==> src/design/wb_pkg.sv <==
package wb_pkg;

    localparam int LINE_WORDS_MAX = 8;
    localparam int OFFSET_BITS = 5;
    // wide enough for any MEM_LINES the memory is built with
    localparam int INDEX_BITS = 8;
    localparam int TAG_BITS = 32 - INDEX_BITS - OFFSET_BITS;

    typedef logic [31:0] word_t;

    // word 0 sits in the low bits and goes out first
    typedef logic [LINE_WORDS_MAX*32-1:0] line_t;

    // raw view for whole-word compare, field view for line decode
    typedef union packed {
        logic [31:0] raw;
        struct packed {
            logic [TAG_BITS-1:0] tag;
            logic [INDEX_BITS-1:0] index;
            logic [OFFSET_BITS-1:0] offset;
        } f;
    } line_addr_u;

endpackage
==> src/design/line_bus_if.sv <==
interface line_bus_if;

    // address phase
    logic req;
    logic we;
    wb_pkg::line_addr_u addr;
    logic gnt_ack;

    // write beats
    wb_pkg::word_t wdata;
    logic wvalid;
    logic wlast;
    logic wready;

    // read beats
    wb_pkg::word_t rdata;
    logic rvalid;
    logic rlast;
    logic rready;

    modport master (
        output req, we, addr, wdata, wvalid, wlast, rready,
        input  gnt_ack, wready, rdata, rvalid, rlast
    );

    modport slave (
        input  req, we, addr, wdata, wvalid, wlast, rready,
        output gnt_ack, wready, rdata, rvalid, rlast
    );

endinterface

==> src/design/bus_arbiter.sv <==
module bus_arbiter (
    input  logic       clk,
    input  logic       rstn,
    line_bus_if.slave  m0,
    line_bus_if.slave  m1,
    line_bus_if.master mem
);

    logic locked;
    logic owner;
    logic prio;
    logic pick;
    logic burst_end;

    // prio set means m1 wins a tie
    assign pick = m1.req && (!m0.req || prio);
    assign burst_end = (mem.wvalid && mem.wready && mem.wlast) ||
                       (mem.rvalid && mem.rready && mem.rlast);

    always_ff @(posedge clk) begin
        if (!rstn) begin
            locked <= 1'b0;
            owner <= 1'b0;
            prio <= 1'b0;
        end else if (!locked) begin
            if (m0.req || m1.req) begin
                locked <= 1'b1;
                owner <= pick;
                prio <= !pick;
            end
        end else if (burst_end) begin
            locked <= 1'b0;
        end
    end

    // read data is shared, handshakes only reach the owner
    assign m0.rdata = mem.rdata;
    assign m0.rlast = mem.rlast;
    assign m1.rdata = mem.rdata;
    assign m1.rlast = mem.rlast;

    always_comb begin
        mem.req = 1'b0;
        mem.we = 1'b0;
        mem.addr = '0;
        mem.wdata = '0;
        mem.wvalid = 1'b0;
        mem.wlast = 1'b0;
        mem.rready = 1'b0;
        m0.gnt_ack = 1'b0;
        m0.wready = 1'b0;
        m0.rvalid = 1'b0;
        m1.gnt_ack = 1'b0;
        m1.wready = 1'b0;
        m1.rvalid = 1'b0;
        if (locked && !owner) begin
            mem.req = m0.req;
            mem.we = m0.we;
            mem.addr = m0.addr;
            mem.wdata = m0.wdata;
            mem.wvalid = m0.wvalid;
            mem.wlast = m0.wlast;
            mem.rready = m0.rready;
            m0.gnt_ack = mem.gnt_ack;
            m0.wready = mem.wready;
            m0.rvalid = mem.rvalid;
        end else if (locked && owner) begin
            mem.req = m1.req;
            mem.we = m1.we;
            mem.addr = m1.addr;
            mem.wdata = m1.wdata;
            mem.wvalid = m1.wvalid;
            mem.wlast = m1.wlast;
            mem.rready = m1.rready;
            m1.gnt_ack = mem.gnt_ack;
            m1.wready = mem.wready;
            m1.rvalid = mem.rvalid;
        end
    end

endmodule

==> src/flat_wrapper.sv <==
// flat-port wrapper written by rule: the top's interface ports become plain ports
module bus_arbiter_flat 
  (clk, rstn, m0_req, m0_we, m0_addr, m0_wdata, m0_wvalid, m0_wlast, m0_rready, m0_gnt_ack, m0_wready, m0_rdata, m0_rvalid, m0_rlast, m1_req, m1_we, m1_addr, m1_wdata, m1_wvalid, m1_wlast, m1_rready, m1_gnt_ack, m1_wready, m1_rdata, m1_rvalid, m1_rlast, mem_req, mem_we, mem_addr, mem_wdata, mem_wvalid, mem_wlast, mem_rready, mem_gnt_ack, mem_wready, mem_rdata, mem_rvalid, mem_rlast);
  line_bus_if m0_i ();
  line_bus_if m1_i ();
  line_bus_if mem_i ();
  input  logic clk;
  input  logic rstn;
  input wire logic [$bits(m0_i.req)-1:0] m0_req;
  input wire logic [$bits(m0_i.we)-1:0] m0_we;
  input wire logic [$bits(m0_i.addr)-1:0] m0_addr;
  input wire logic [$bits(m0_i.wdata)-1:0] m0_wdata;
  input wire logic [$bits(m0_i.wvalid)-1:0] m0_wvalid;
  input wire logic [$bits(m0_i.wlast)-1:0] m0_wlast;
  input wire logic [$bits(m0_i.rready)-1:0] m0_rready;
  output wire logic [$bits(m0_i.gnt_ack)-1:0] m0_gnt_ack;
  output wire logic [$bits(m0_i.wready)-1:0] m0_wready;
  output wire logic [$bits(m0_i.rdata)-1:0] m0_rdata;
  output wire logic [$bits(m0_i.rvalid)-1:0] m0_rvalid;
  output wire logic [$bits(m0_i.rlast)-1:0] m0_rlast;
  input wire logic [$bits(m1_i.req)-1:0] m1_req;
  input wire logic [$bits(m1_i.we)-1:0] m1_we;
  input wire logic [$bits(m1_i.addr)-1:0] m1_addr;
  input wire logic [$bits(m1_i.wdata)-1:0] m1_wdata;
  input wire logic [$bits(m1_i.wvalid)-1:0] m1_wvalid;
  input wire logic [$bits(m1_i.wlast)-1:0] m1_wlast;
  input wire logic [$bits(m1_i.rready)-1:0] m1_rready;
  output wire logic [$bits(m1_i.gnt_ack)-1:0] m1_gnt_ack;
  output wire logic [$bits(m1_i.wready)-1:0] m1_wready;
  output wire logic [$bits(m1_i.rdata)-1:0] m1_rdata;
  output wire logic [$bits(m1_i.rvalid)-1:0] m1_rvalid;
  output wire logic [$bits(m1_i.rlast)-1:0] m1_rlast;
  output wire logic [$bits(mem_i.req)-1:0] mem_req;
  output wire logic [$bits(mem_i.we)-1:0] mem_we;
  output wire logic [$bits(mem_i.addr)-1:0] mem_addr;
  output wire logic [$bits(mem_i.wdata)-1:0] mem_wdata;
  output wire logic [$bits(mem_i.wvalid)-1:0] mem_wvalid;
  output wire logic [$bits(mem_i.wlast)-1:0] mem_wlast;
  output wire logic [$bits(mem_i.rready)-1:0] mem_rready;
  input wire logic [$bits(mem_i.gnt_ack)-1:0] mem_gnt_ack;
  input wire logic [$bits(mem_i.wready)-1:0] mem_wready;
  input wire logic [$bits(mem_i.rdata)-1:0] mem_rdata;
  input wire logic [$bits(mem_i.rvalid)-1:0] mem_rvalid;
  input wire logic [$bits(mem_i.rlast)-1:0] mem_rlast;
  assign m0_i.req = m0_req;
  assign m0_i.we = m0_we;
  assign m0_i.addr = m0_addr;
  assign m0_i.wdata = m0_wdata;
  assign m0_i.wvalid = m0_wvalid;
  assign m0_i.wlast = m0_wlast;
  assign m0_i.rready = m0_rready;
  assign m0_gnt_ack = m0_i.gnt_ack;
  assign m0_wready = m0_i.wready;
  assign m0_rdata = m0_i.rdata;
  assign m0_rvalid = m0_i.rvalid;
  assign m0_rlast = m0_i.rlast;
  assign m1_i.req = m1_req;
  assign m1_i.we = m1_we;
  assign m1_i.addr = m1_addr;
  assign m1_i.wdata = m1_wdata;
  assign m1_i.wvalid = m1_wvalid;
  assign m1_i.wlast = m1_wlast;
  assign m1_i.rready = m1_rready;
  assign m1_gnt_ack = m1_i.gnt_ack;
  assign m1_wready = m1_i.wready;
  assign m1_rdata = m1_i.rdata;
  assign m1_rvalid = m1_i.rvalid;
  assign m1_rlast = m1_i.rlast;
  assign mem_req = mem_i.req;
  assign mem_we = mem_i.we;
  assign mem_addr = mem_i.addr;
  assign mem_wdata = mem_i.wdata;
  assign mem_wvalid = mem_i.wvalid;
  assign mem_wlast = mem_i.wlast;
  assign mem_rready = mem_i.rready;
  assign mem_i.gnt_ack = mem_gnt_ack;
  assign mem_i.wready = mem_wready;
  assign mem_i.rdata = mem_rdata;
  assign mem_i.rvalid = mem_rvalid;
  assign mem_i.rlast = mem_rlast;
  bus_arbiter u_core (.clk(clk), .rstn(rstn), .m0(m0_i), .m1(m1_i), .mem(mem_i));
endmodule
==> config.mk <==
export PLATFORM = sky130hd
export DESIGN_NAME = bus_arbiter_flat
export DESIGN_NICKNAME = d
export VERILOG_FILES = /design/src/design/wb_pkg.sv /design/src/design/line_bus_if.sv /design/src/design/bus_arbiter.sv /design/src/flat_wrapper.sv
export SDC_FILE = /design/constraint.sdc
export NUM_CORES = 1
export LEC_CHECK = 0
export BUFFER_PORTS_ARGS = -buffer_cell sky130_fd_sc_hd__buf_4
export CORE_AREA = 2 2 122 124
export CTS_CLUSTER_SIZE = 12
export DETAILED_ROUTE_END_ITERATION = 8
export DIE_AREA = 0 0 124 126
export HOLD_SLACK_MARGIN = 0.05
export PLACE_DENSITY = 0.43
export SYNTH_ARGS = -nofsm -noshare
export SYNTH_HDL_FRONTEND = slang
export SYNTH_SLANG_ARGS = --single-unit
==> constraint.sdc <==
create_clock -name clk -period 1.35 [get_ports clk]
set_clock_uncertainty 0.15 [all_clocks]
set_input_delay 0.2025 -clock clk [delete_from_list [all_inputs] [get_ports clk]]
set_output_delay 0.2025 -clock clk [all_outputs]
set_load 0.01 [all_outputs]
==> results of run 1 <==
==> cell families after synthesis <==
logic type / Yosys count
mux: 69
flops: 3
buf+inv: 84
simple gates: 79
compound gates: 8
==> through the flow <==
stage               setup WS, ps  cell area (µm²)
floorplan                   70.4             1740
CTS                         -337             3410
global placement            -102             3170
detailed placement          -154             3170
global route                -399             3450
finish                      -332             3450
==> state kept, by name, summed over array words and instances, names as in the netlist <==
name,flops
u_core.locked,1
u_core.owner,1
u_core.prio,1
==> power groups by stage <==
stage          combinational (mW)  clock, mW  sequential [mW]
3_5_place_dp                 1.50          0            0.115
6_report                     1.60      0.463            0.118
4_1_cts                      1.60      0.472            0.119
5_1_grt                      1.74      0.486            0.120
2_1_floorplan               0.848          0            0.111
3_3_place_gp                 1.49          0            0.114
==> cell type report <==
type                            instances  share of cell area
Inverter                                3             0.00399
Tap cell                              184              0.0667
Sequential cell                         3              0.0189
Multi-Input combinational cell        156               0.324
Timing Repair Buffer                  239               0.563
Clock buffer                            4              0.0228
==> synth_stat cells <==
| cell | n |
|---|---|
| nor2_1 | 70 |
| mux2i_1 | 69 |
| buf_4 | 67 |
| buf_6 | 7 |
| buf_1 | 6 |
| and2_1 | 3 |
| and3_1 | 3 |
| dfxtp_1 | 3 |
| a21oi_1 | 2 |
| inv_1 | 2 |
| o211ai_1 | 2 |
| o21ai_0 | 2 |
| a211oi_1 | 1 |
| buf_2 | 1 |
| inv_2 | 1 |
| nand2_1 | 1 |
| nor2b_1 | 1 |
| nor4b_2 | 1 |
| o21ai_1 | 1 |
==> metal layers <==
layer / wire, µm / GRT usage / vias to the layer above / part of all wire
li1: - / - / 1063 / -
met1: 2190 / 0.0779 / 921 / 0.30
met2: 4030 / 0.176 / 142 / 0.55
met3: 871 / 0.0236 / 30 / 0.12
met4: 178 / 0.0251 / 0 / 0.024
met5: 0 / 0 / - / 0
==> timing repair <==
| item | CTS | global route |
|---|---|---|
| gates resized for setup | 14 | 9 |
| cloned | 2 | 0 |
| pin swaps | 2 | 7 |
| setup endpoints to repair | 75 | 76 |
| endpoints found under the hold margin | 0 | 0 |
| buffers inserted | 4 | 1 |
==> final timing paths <==
check / end / cells past startpoint / startpoint
hold reg to reg: u_core.prio$_SDFFE_PN0P_ / 1 / u_core.prio$_SDFFE_PN0P_
hold / removal: u_core.locked$_SDFF_PN0_ / 3 / rstn
setup reg to reg: u_core.locked$_SDFF_PN0_ / 6 / u_core.owner$_SDFFE_PN0P_
setup / recovery: mem_addr[9] / 5 / u_core.owner$_SDFFE_PN0P_
==> worst register-to-register path: cells and delay by family, from the launching register on <==
| family | cells | cell delay (ps) |
|---|---|---|
| multiplexers | 1 | 170 |
| buffers and inverters | 3 | 420 |
| AO/OA/AOI/OAI | 1 | 100 |
| flip-flops | 1 | 370 |
| AND/OR/NAND/NOR | 1 | 270 |
==> results_dict.tcl, run 1 <==
set metrics [dict create \
    yosys.area_share.simple 0.187 \
    synth_top_family_by_area "multiplexers" \
    synth_mux_area_frac 0.396 \
    hold_viol 0 \
    routed_via_density 3.66 \
    path_buf_inv 3 \
    rsz0062_at_grt "true" \
    setup_violations 76 \
    ys_types 19 \
    ys_warn_count 0 \
    synth_xor_xnor_area_share 0 \
    path_common_cell "buf_12" \
    insertion_delay_ps 220 \
    clock-sinks 3 \
    switching_power_mw 0.755 \
    numPortBuffers 220 \
    synthCells 243 \
    drc 0 \
    crit_chain "buf_12 -> buf_12 -> mux2i_1 -> nor2_1 -> buf_4" \
    max_cap_violations 0 \
    final_common_cell "buf_4" \
    grt_pass1_wl_mm 10.4 \
    worstPathRequired_ps 1000 \
    placedCellCount 578 \
    synth.largest_area_cell "mux2i_1" \
    syn_avg_cell_area_um2 7.18 \
    critical_path.top_delay_family "buffers and inverters" \
    cts.reportedPaths.clkPinSlew_ps 30 \
    clock_path_buffers 2 \
    fin_util 0.241 \
    worst_setup_path_start_kind "flip-flop" \
    design_power_total_mw 2.18 \
    fin_setup_tns_ps -20230 \
    syn_to_final_growth_pct 97.8 \
    h-tree-depth 1 \
    start_util 0.122 \
    synth_nets 419 \
    synth_top_area_share 0.396 \
    grt_antenna_before_repair 0 \
    antennaDiodeCount 0 \
    die_h_um 126 \
    worstMarginPinSlew_ps 233 \
    peakVddDrop_v 0.000341 \
    cts_buffers 3 \
    mostFrequentLayoutCells "buf_4, nor2_1, mux2i_1" \
    multi_input_area_um2 1120 \
    drive_gt1_frac 0.632 \
    post-route-period-util 1.25 \
    synth_compound_area_frac 0.0273 \
    drv_slew 0 \
    fin_hold_ws_ps 113 \
    intPower_mw 1.42 \
    ff_latch_area_um2 65.1 \
    endpoint_kind "output pin" \
    core-area_um2 14300 \
    clockRootBuffer "clkbuf_16" \
    dr.pass1.iters 3 \
    yosys_register_bits 3 \
    crit_fanout 8 \
    p_clk_frac 0.213 \
    finalWorstSetupSlack_ps -332 \
    yosys-top-cells-area "mux2i_1, buf_4, nor2_1" \
    finalNonFillerCells 589 \
    power.density_nw_per_um2 631 \
    io_pins 317 \
    drt_first_iter_violations 33 \
    netlist_area_um2 1740 \
    wl_per_cell_um 12.3 \
    cp_slowest_cell "dfxtp_4" \
    violations "negative setup slack" \
    grt_use_total 0.0855 \
    grt_pass1_vias 2149 \
    comb_power_share 0.733 \
    synthAdderAreaFrac 0 \
    rows 44 \
    grt_max_degree 31 \
    swShare 0.347 \
    dieArea_um2 15600 \
    cpPeakStageDelay_ps 410 \
    holdBufCountCts 0 \
    cts_tree "done" \
    yosysSeqAreaShare 0.0344 \
    p_leak_nw 1.68 \
    n_fill_cell 1541 \
    gr-total-overflow 0 \
    hpwl_mm 5.98 \
    reg2reg_slack_ps -250 \
    gp_congestion 0.720 \
    via_count 2156 \
    status "complete, but fails checks" \
    layout.nets 582 \
    hold_class "in -> reg" \
    wirelength_mm 7.27 \
    cp.arrival_ps 1330 \
    timing.slew.headroom 0.840 \
    ant_nets 0 \
    pwr-share-seq 0.054 \
    fp.dieW_um 124 \
    path_class "reg -> out" \
    fmax_mhz 595 \
    period_needed_ps 1680 \
]
Power figures use the tool's default switching activity.
==> run 2: changes to the inputs <==
CTS_BUF_LIST = sky130_fd_sc_hd__clkbuf_4   (was not set)
==> run 2 against run 1 <==
The run still ends with negative setup slack left. Sequential cell count stayed put. Setup slack lost 14 ps. Non-clock buffer count shrank 1. Die area unchanged. Cell count down 0.17%. Sequential share of layout area about the same. First-iteration DRC count rose by 24%. Global-route usage is essentially flat. Clock power fell by 62%. Highest routed layer unchanged.
==> results_dict.tcl, run 2 (same netlist as run 1, synthesis figures left out) <==
set metrics [dict create \
    status "complete, but fails checks" \
    violations "negative setup slack" \
    clockRootBuffer "clkbuf_4" \
    path_common_cell "buf_12" \
    finalWorstSetupSlack_ps -346 \
    n_fill_cell 1551 \
    crit_fanout 8 \
    rsz0062_at_grt "true" \
    mostFrequentLayoutCells "buf_4, nor2_1, mux2i_1" \
    clock_path_buffers 2 \
    path_class "reg -> out" \
    via_count 2155 \
    drc 0 \
    swShare 0.386 \
    drv_slew 0 \
    dr.pass1.iters 3 \
    peakVddDrop_v 0.000226 \
    switching_power_mw 0.727 \
    cp.arrival_ps 1340 \
    design_power_total_mw 1.88 \
    fin_util 0.236 \
    layout.nets 581 \
    critical_path.top_delay_family "buffers and inverters" \
    r2r_cells 6 \
    cpPeakStageDelay_ps 410 \
    core-area_um2 14300 \
    min_delay_path_depth 3 \
    hpwl_mm 5.98 \
    hold_viol 0 \
    final_common_cell "buf_4" \
    largest_registers "u_core.locked x1, u_core.owner x1, u_core.prio x1" \
    grt_pass1_wl_mm 10.4 \
    drt_first_iter_violations 41 \
    pwr-share-seq 0.063 \
    timing.slew.headroom 0.833 \
    grt_use_total 0.0850 \
    final_area_um2 3380 \
    drive_gt1_frac 0.631 \
    dpl-instance-area_um2 3170 \
    start_util 0.122 \
    die_h_um 126 \
    reg2reg_slack_ps -250 \
    fp.dieW_um 124 \
    comb_power_share 0.844 \
    period_needed_ps 1700 \
    cp_slowest_cell "dfxtp_4" \
    h-tree-depth 1 \
    worstPathRequired_ps 1000 \
    wl_per_cell_um 12.3 \
    worst_setup_path_start_kind "flip-flop" \
    fmax_mhz 590 \
    cts_buffers 3 \
    rows 44 \
    fin_setup_tns_ps -20970 \
    max_cap_violations 0 \
    setup_violations 76 \
    gr-total-overflow 0 \
    p_leak_nw 1.66 \
    syn_to_final_growth_pct 94.0 \
    hold_class "in -> reg" \
    insertion_delay_ps 230 \
    wirelength_mm 7.25 \
    r2r_start "u_core.owner$_SDFFE_PN0P_" \
    cts_tree "done" \
    endpoint_kind "output pin" \
    grt_max_degree 31 \
    worstReg2RegEnd "u_core.locked$_SDFF_PN0_" \
    hp-start "rstn" \
    dieArea_um2 15600 \
    cts.reportedPaths.clkPinSlew_ps 30 \
    hold_path_end "u_core.owner$_SDFFE_PN0P_" \
    clock-sinks 3 \
    antennaDiodeCount 0 \
    post-route-period-util 1.26 \
    power.density_nw_per_um2 556 \
    crit_chain "buf_12 -> buf_12 -> mux2i_1 -> nor2_1 -> buf_4" \
    routed_via_density 3.66 \
    path_buf_inv 3 \
    worstMarginPinSlew_ps 244 \
    gp_congestion 0.720 \
    grt_pass1_vias 2147 \
    p_clk_frac 0.093 \
    grt_antenna_before_repair 0 \
    ant_nets 0 \
    numPortBuffers 220 \
    io_pins 317 \
    intPower_mw 1.16 \
]
==> run 2: changes by cell type in the layout (fill, tap and decap cells not counted) <==
| cell | before | now |
|---|---|---|
| and2_1 | 0 | 1 |
| and2_4 | 3 | 2 |
| buf_4 | 224 | 225 |
| buf_6 | 6 | 4 |
| clkbuf_1 | 1 | 0 |
| clkbuf_16 | 3 | 0 |
| clkbuf_4 | 0 | 4 |
==> run 2: worst max-delay path by stage <==
stage	start	cells after the start	endpoint
after floorplan	u_core.owner$_SDFFE_PN0P_	4	mem_wdata[25]
after global placement	u_core.owner$_SDFFE_PN0P_	4	mem_addr[19]
after detailed placement	u_core.owner$_SDFFE_PN0P_	4	mem_addr[19]
after CTS	u_core.owner$_SDFFE_PN0P_	4	mem_wdata[5]
after global routing	u_core.owner$_SDFFE_PN0P_	5	mem_addr[3]
final	u_core.owner$_SDFFE_PN0P_	5	mem_addr[9]
==> run 2: worst reg2reg max path: cells and delay by family, from the launching register on <==
family / cells / cell delay, ps
buffers and inverters: 3 / 420
AOI/OAI and AO/OA: 1 / 100
and+or+nand+nor: 1 / 270
muxes: 1 / 170
DFF: 1 / 380
==> run 2: per-layer routing <==
| metal | track usage | part of all wire | vias to the layer above |
|---|---|---|---|
| li1 | - | - | 1059 |
| met1 | 0.0765 | 0.30 | 926 |
| met5 | 0 | 0 | - |
| met2 | 0.176 | 0.55 | 140 |
| met3 | 0.0236 | 0.12 | 30 |
| met4 | 0.0251 | 0.025 | 0 |
==> run 2: area by class of cell <==
| cell class | instances | area [µm²] | area share |
|---|---|---|---|
| Tap cell | 184 | 230 | 0.0680 |
| Inverter | 3 | 13.8 | 0.00407 |
| Multi-Input combinational cell | 156 | 1120 | 0.330 |
| Sequential cell | 3 | 65.1 | 0.0192 |
| Timing Repair Buffer | 238 | 1930 | 0.570 |
| Clock buffer | 4 | 30.0 | 0.00887 |
==> run 2: what timing repair did <==
item	4_1_cts	5_1_grt
resized for setup	14	6
buffers inserted	4	0
setup endpoints to repair	75	76
hold buffers	0	0
cloned	2	0
pin swaps	2	7
endpoints found under the hold margin	0	0
==> run 2: power groups by stage <==
stage                     Sequential (mW)  Combinational, mW  Clock [mW]
final                               0.118               1.59       0.176
after global routing                0.119               1.72       0.196
after CTS                           0.118               1.60       0.187
after detailed placement            0.115               1.50           0
after global placement              0.114               1.49           0
after floorplan                     0.111              0.848           0
==> run 2: metrics by stage <==
stage          worst slack, ps  hold WS (ps)  cells
2_1_floorplan             70.4           185    243
3_3_place_gp              -102           255    578
3_5_place_dp              -154           255    578
4_1_cts                   -356          82.3    588
5_1_grt                   -414          94.4    588
6_report                  -346          97.6    588
==> run 3: changes to the inputs <==
CORE_AREA = 4 4 120 122   (was 2 2 122 124)
PLACE_DENSITY = 0.54   (was 0.43)
==> run 3 against run 2 <==
The run still ends with negative setup slack left. Register-to-register slack improved by 60 ps. Sequential power down 7%. First-iteration DRC count is 7.3% lower. Utilization up 2.8 points. Global-route usage is 0.78 points higher. Maximum frequency up 1.2%. Via count is 1.2% higher. Sequential cell count unchanged. Total power rose by 4.0%. Count of clock-buffer cells in the layout unchanged.
==> results_dict.tcl, run 3 (same netlist as run 1, synthesis figures left out) <==
set metrics [dict create \
    core-area_um2 13200 \
    dr.pass1.iters 4 \
    hpwl_mm 6.67 \
    grt_pass1_vias 2246 \
    worstPathRequired_ps 1000 \
    gr-total-overflow 0 \
    drive_gt1_frac 0.633 \
    final_area_um2 3490 \
    cp_slowest_cell "dfxtp_4" \
    fp.dieW_um 124 \
    clockRootBuffer "clkbuf_4" \
    timing.slew.headroom 0.872 \
    clock_path_buffers 2 \
    design_power_total_mw 1.96 \
    crit_chain "buf_12 -> buf_12 -> mux2i_4 -> nor2_1 -> buf_4" \
    cpPeakStageDelay_ps 360 \
    grt_pass1_wl_mm 11.5 \
    crit_fanout 8 \
    period_needed_ps 1680 \
    cts_buffers 3 \
    dpl-instance-area_um2 3140 \
    status "complete, but fails checks" \
    insertion_delay_ps 240 \
    h-tree-depth 1 \
    hp-start "rstn" \
    fmax_mhz 597 \
    syn_to_final_growth_pct 99.9 \
    ant_nets 0 \
    finalWorstSetupSlack_ps -325 \
    gp_congestion 0.775 \
    pre_cts_slack_ps -139 \
    dieArea_um2 15600 \
    layout.nets 586 \
    p_leak_nw 1.69 \
    grt_max_degree 39 \
    setup_violations 76 \
    wirelength_mm 8.29 \
    cts.reportedPaths.clkPinSlew_ps 40 \
    via_count 2181 \
    drc 0 \
    violations "negative setup slack" \
    clock-sinks 3 \
    hold_class "in -> reg" \
    power.density_nw_per_um2 562 \
    antennaDiodeCount 0 \
    post-route-period-util 1.24 \
    endpoint_kind "output pin" \
    max_cap_violations 0 \
    cts_tree "done" \
    mostFrequentLayoutCells "buf_4, nor2_1, mux2i_1" \
    final_common_cell "buf_4" \
    r2r_start "u_core.owner$_SDFFE_PN0P_" \
    grt_antenna_before_repair 0 \
    largest_registers "u_core.locked x1, u_core.owner x1, u_core.prio x1" \
    path_class "reg -> out" \
    fin_util 0.264 \
    die_h_um 126 \
    drt_first_iter_violations 38 \
    cp-startpoint "u_core.owner$_SDFFE_PN0P_" \
    hold_viol 0 \
    rsz0062_at_grt "true" \
    holdBufCountCts 0 \
    start_util 0.132 \
    path_common_cell "buf_12" \
    drv_slew 0 \
    wl_per_cell_um 14.2 \
    critical_path.top_delay_family "buffers and inverters" \
    fin_setup_tns_ps -20610 \
    numPortBuffers 220 \
    rows 42 \
    peakVddDrop_v 0.000355 \
    io_pins 317 \
    cp.arrival_ps 1320 \
    worst_setup_path_start_kind "flip-flop" \
    grt_use_total 0.0928 \
    n_fill_cell 1426 \
    worstMarginPinSlew_ps 188 \
    routed_via_density 3.73 \
    path_buf_inv 3 \
]
[run 3: power breakdown]
group | switching, mW | internal, mW
registers | 0.00956 | 0.101
clock network | 0.0498 | 0.131
logic | 0.702 | 0.966
total | 0.761 | 1.20
[run 3: worst paths after layout]
path	to	slack [ps]	depth (start not counted)
worst max-delay path	mem_rready	-330	5
worst min-delay path	u_core.locked$_SDFF_PN0_	90	3
worst max register to register	u_core.locked$_SDFF_PN0_	-190	6
worst min register to register	u_core.prio$_SDFFE_PN0P_	300	1
[run 3: timing repair]
| action | 4_1_cts | 5_1_grt |
|---|---|---|
| gates resized for setup | 27 | 8 |
| pin swaps | 8 | 8 |
| cloned | 3 | 1 |
| endpoints found under the setup margin | 76 | 76 |
| setup buffers | 6 | 3 |
[run 3: worst reg2reg max path, cell delays in order, from the launching register on]
cell,delay [ps]
dfxtp_4,350
buf_12,150
buf_8,140
mux2i_4,180
buf_4,140
nor4b_4,240
o21ai_1,90
[run 3: metrics by stage]
stage | cells | hold slack (ps)
6_report | 585 | 89.5
5_1_grt | 585 | 87.5
4_1_cts | 582 | 80.8
3_5_place_dp | 570 | 255
3_3_place_gp | 570 | 255
2_1_floorplan | 243 | 185
[run 3: cell type report]
type,count,area [µm²],area share
multi-input combinational,156,1130,0.325
sequential,3,63.8,0.0183
tap,176,220,0.0632
inverter,3,11.3,0.00323
timing repair buffer,243,2030,0.581
clock buffer,4,30.0,0.00861
[run 3: metal layers]
layer / track usage / part of all wire
met1: 0.0910 / 0.32
met2: 0.187 / 0.56
met3: 0.0242 / 0.11
met4: 0.0226 / 0.015
met5: 0 / 0
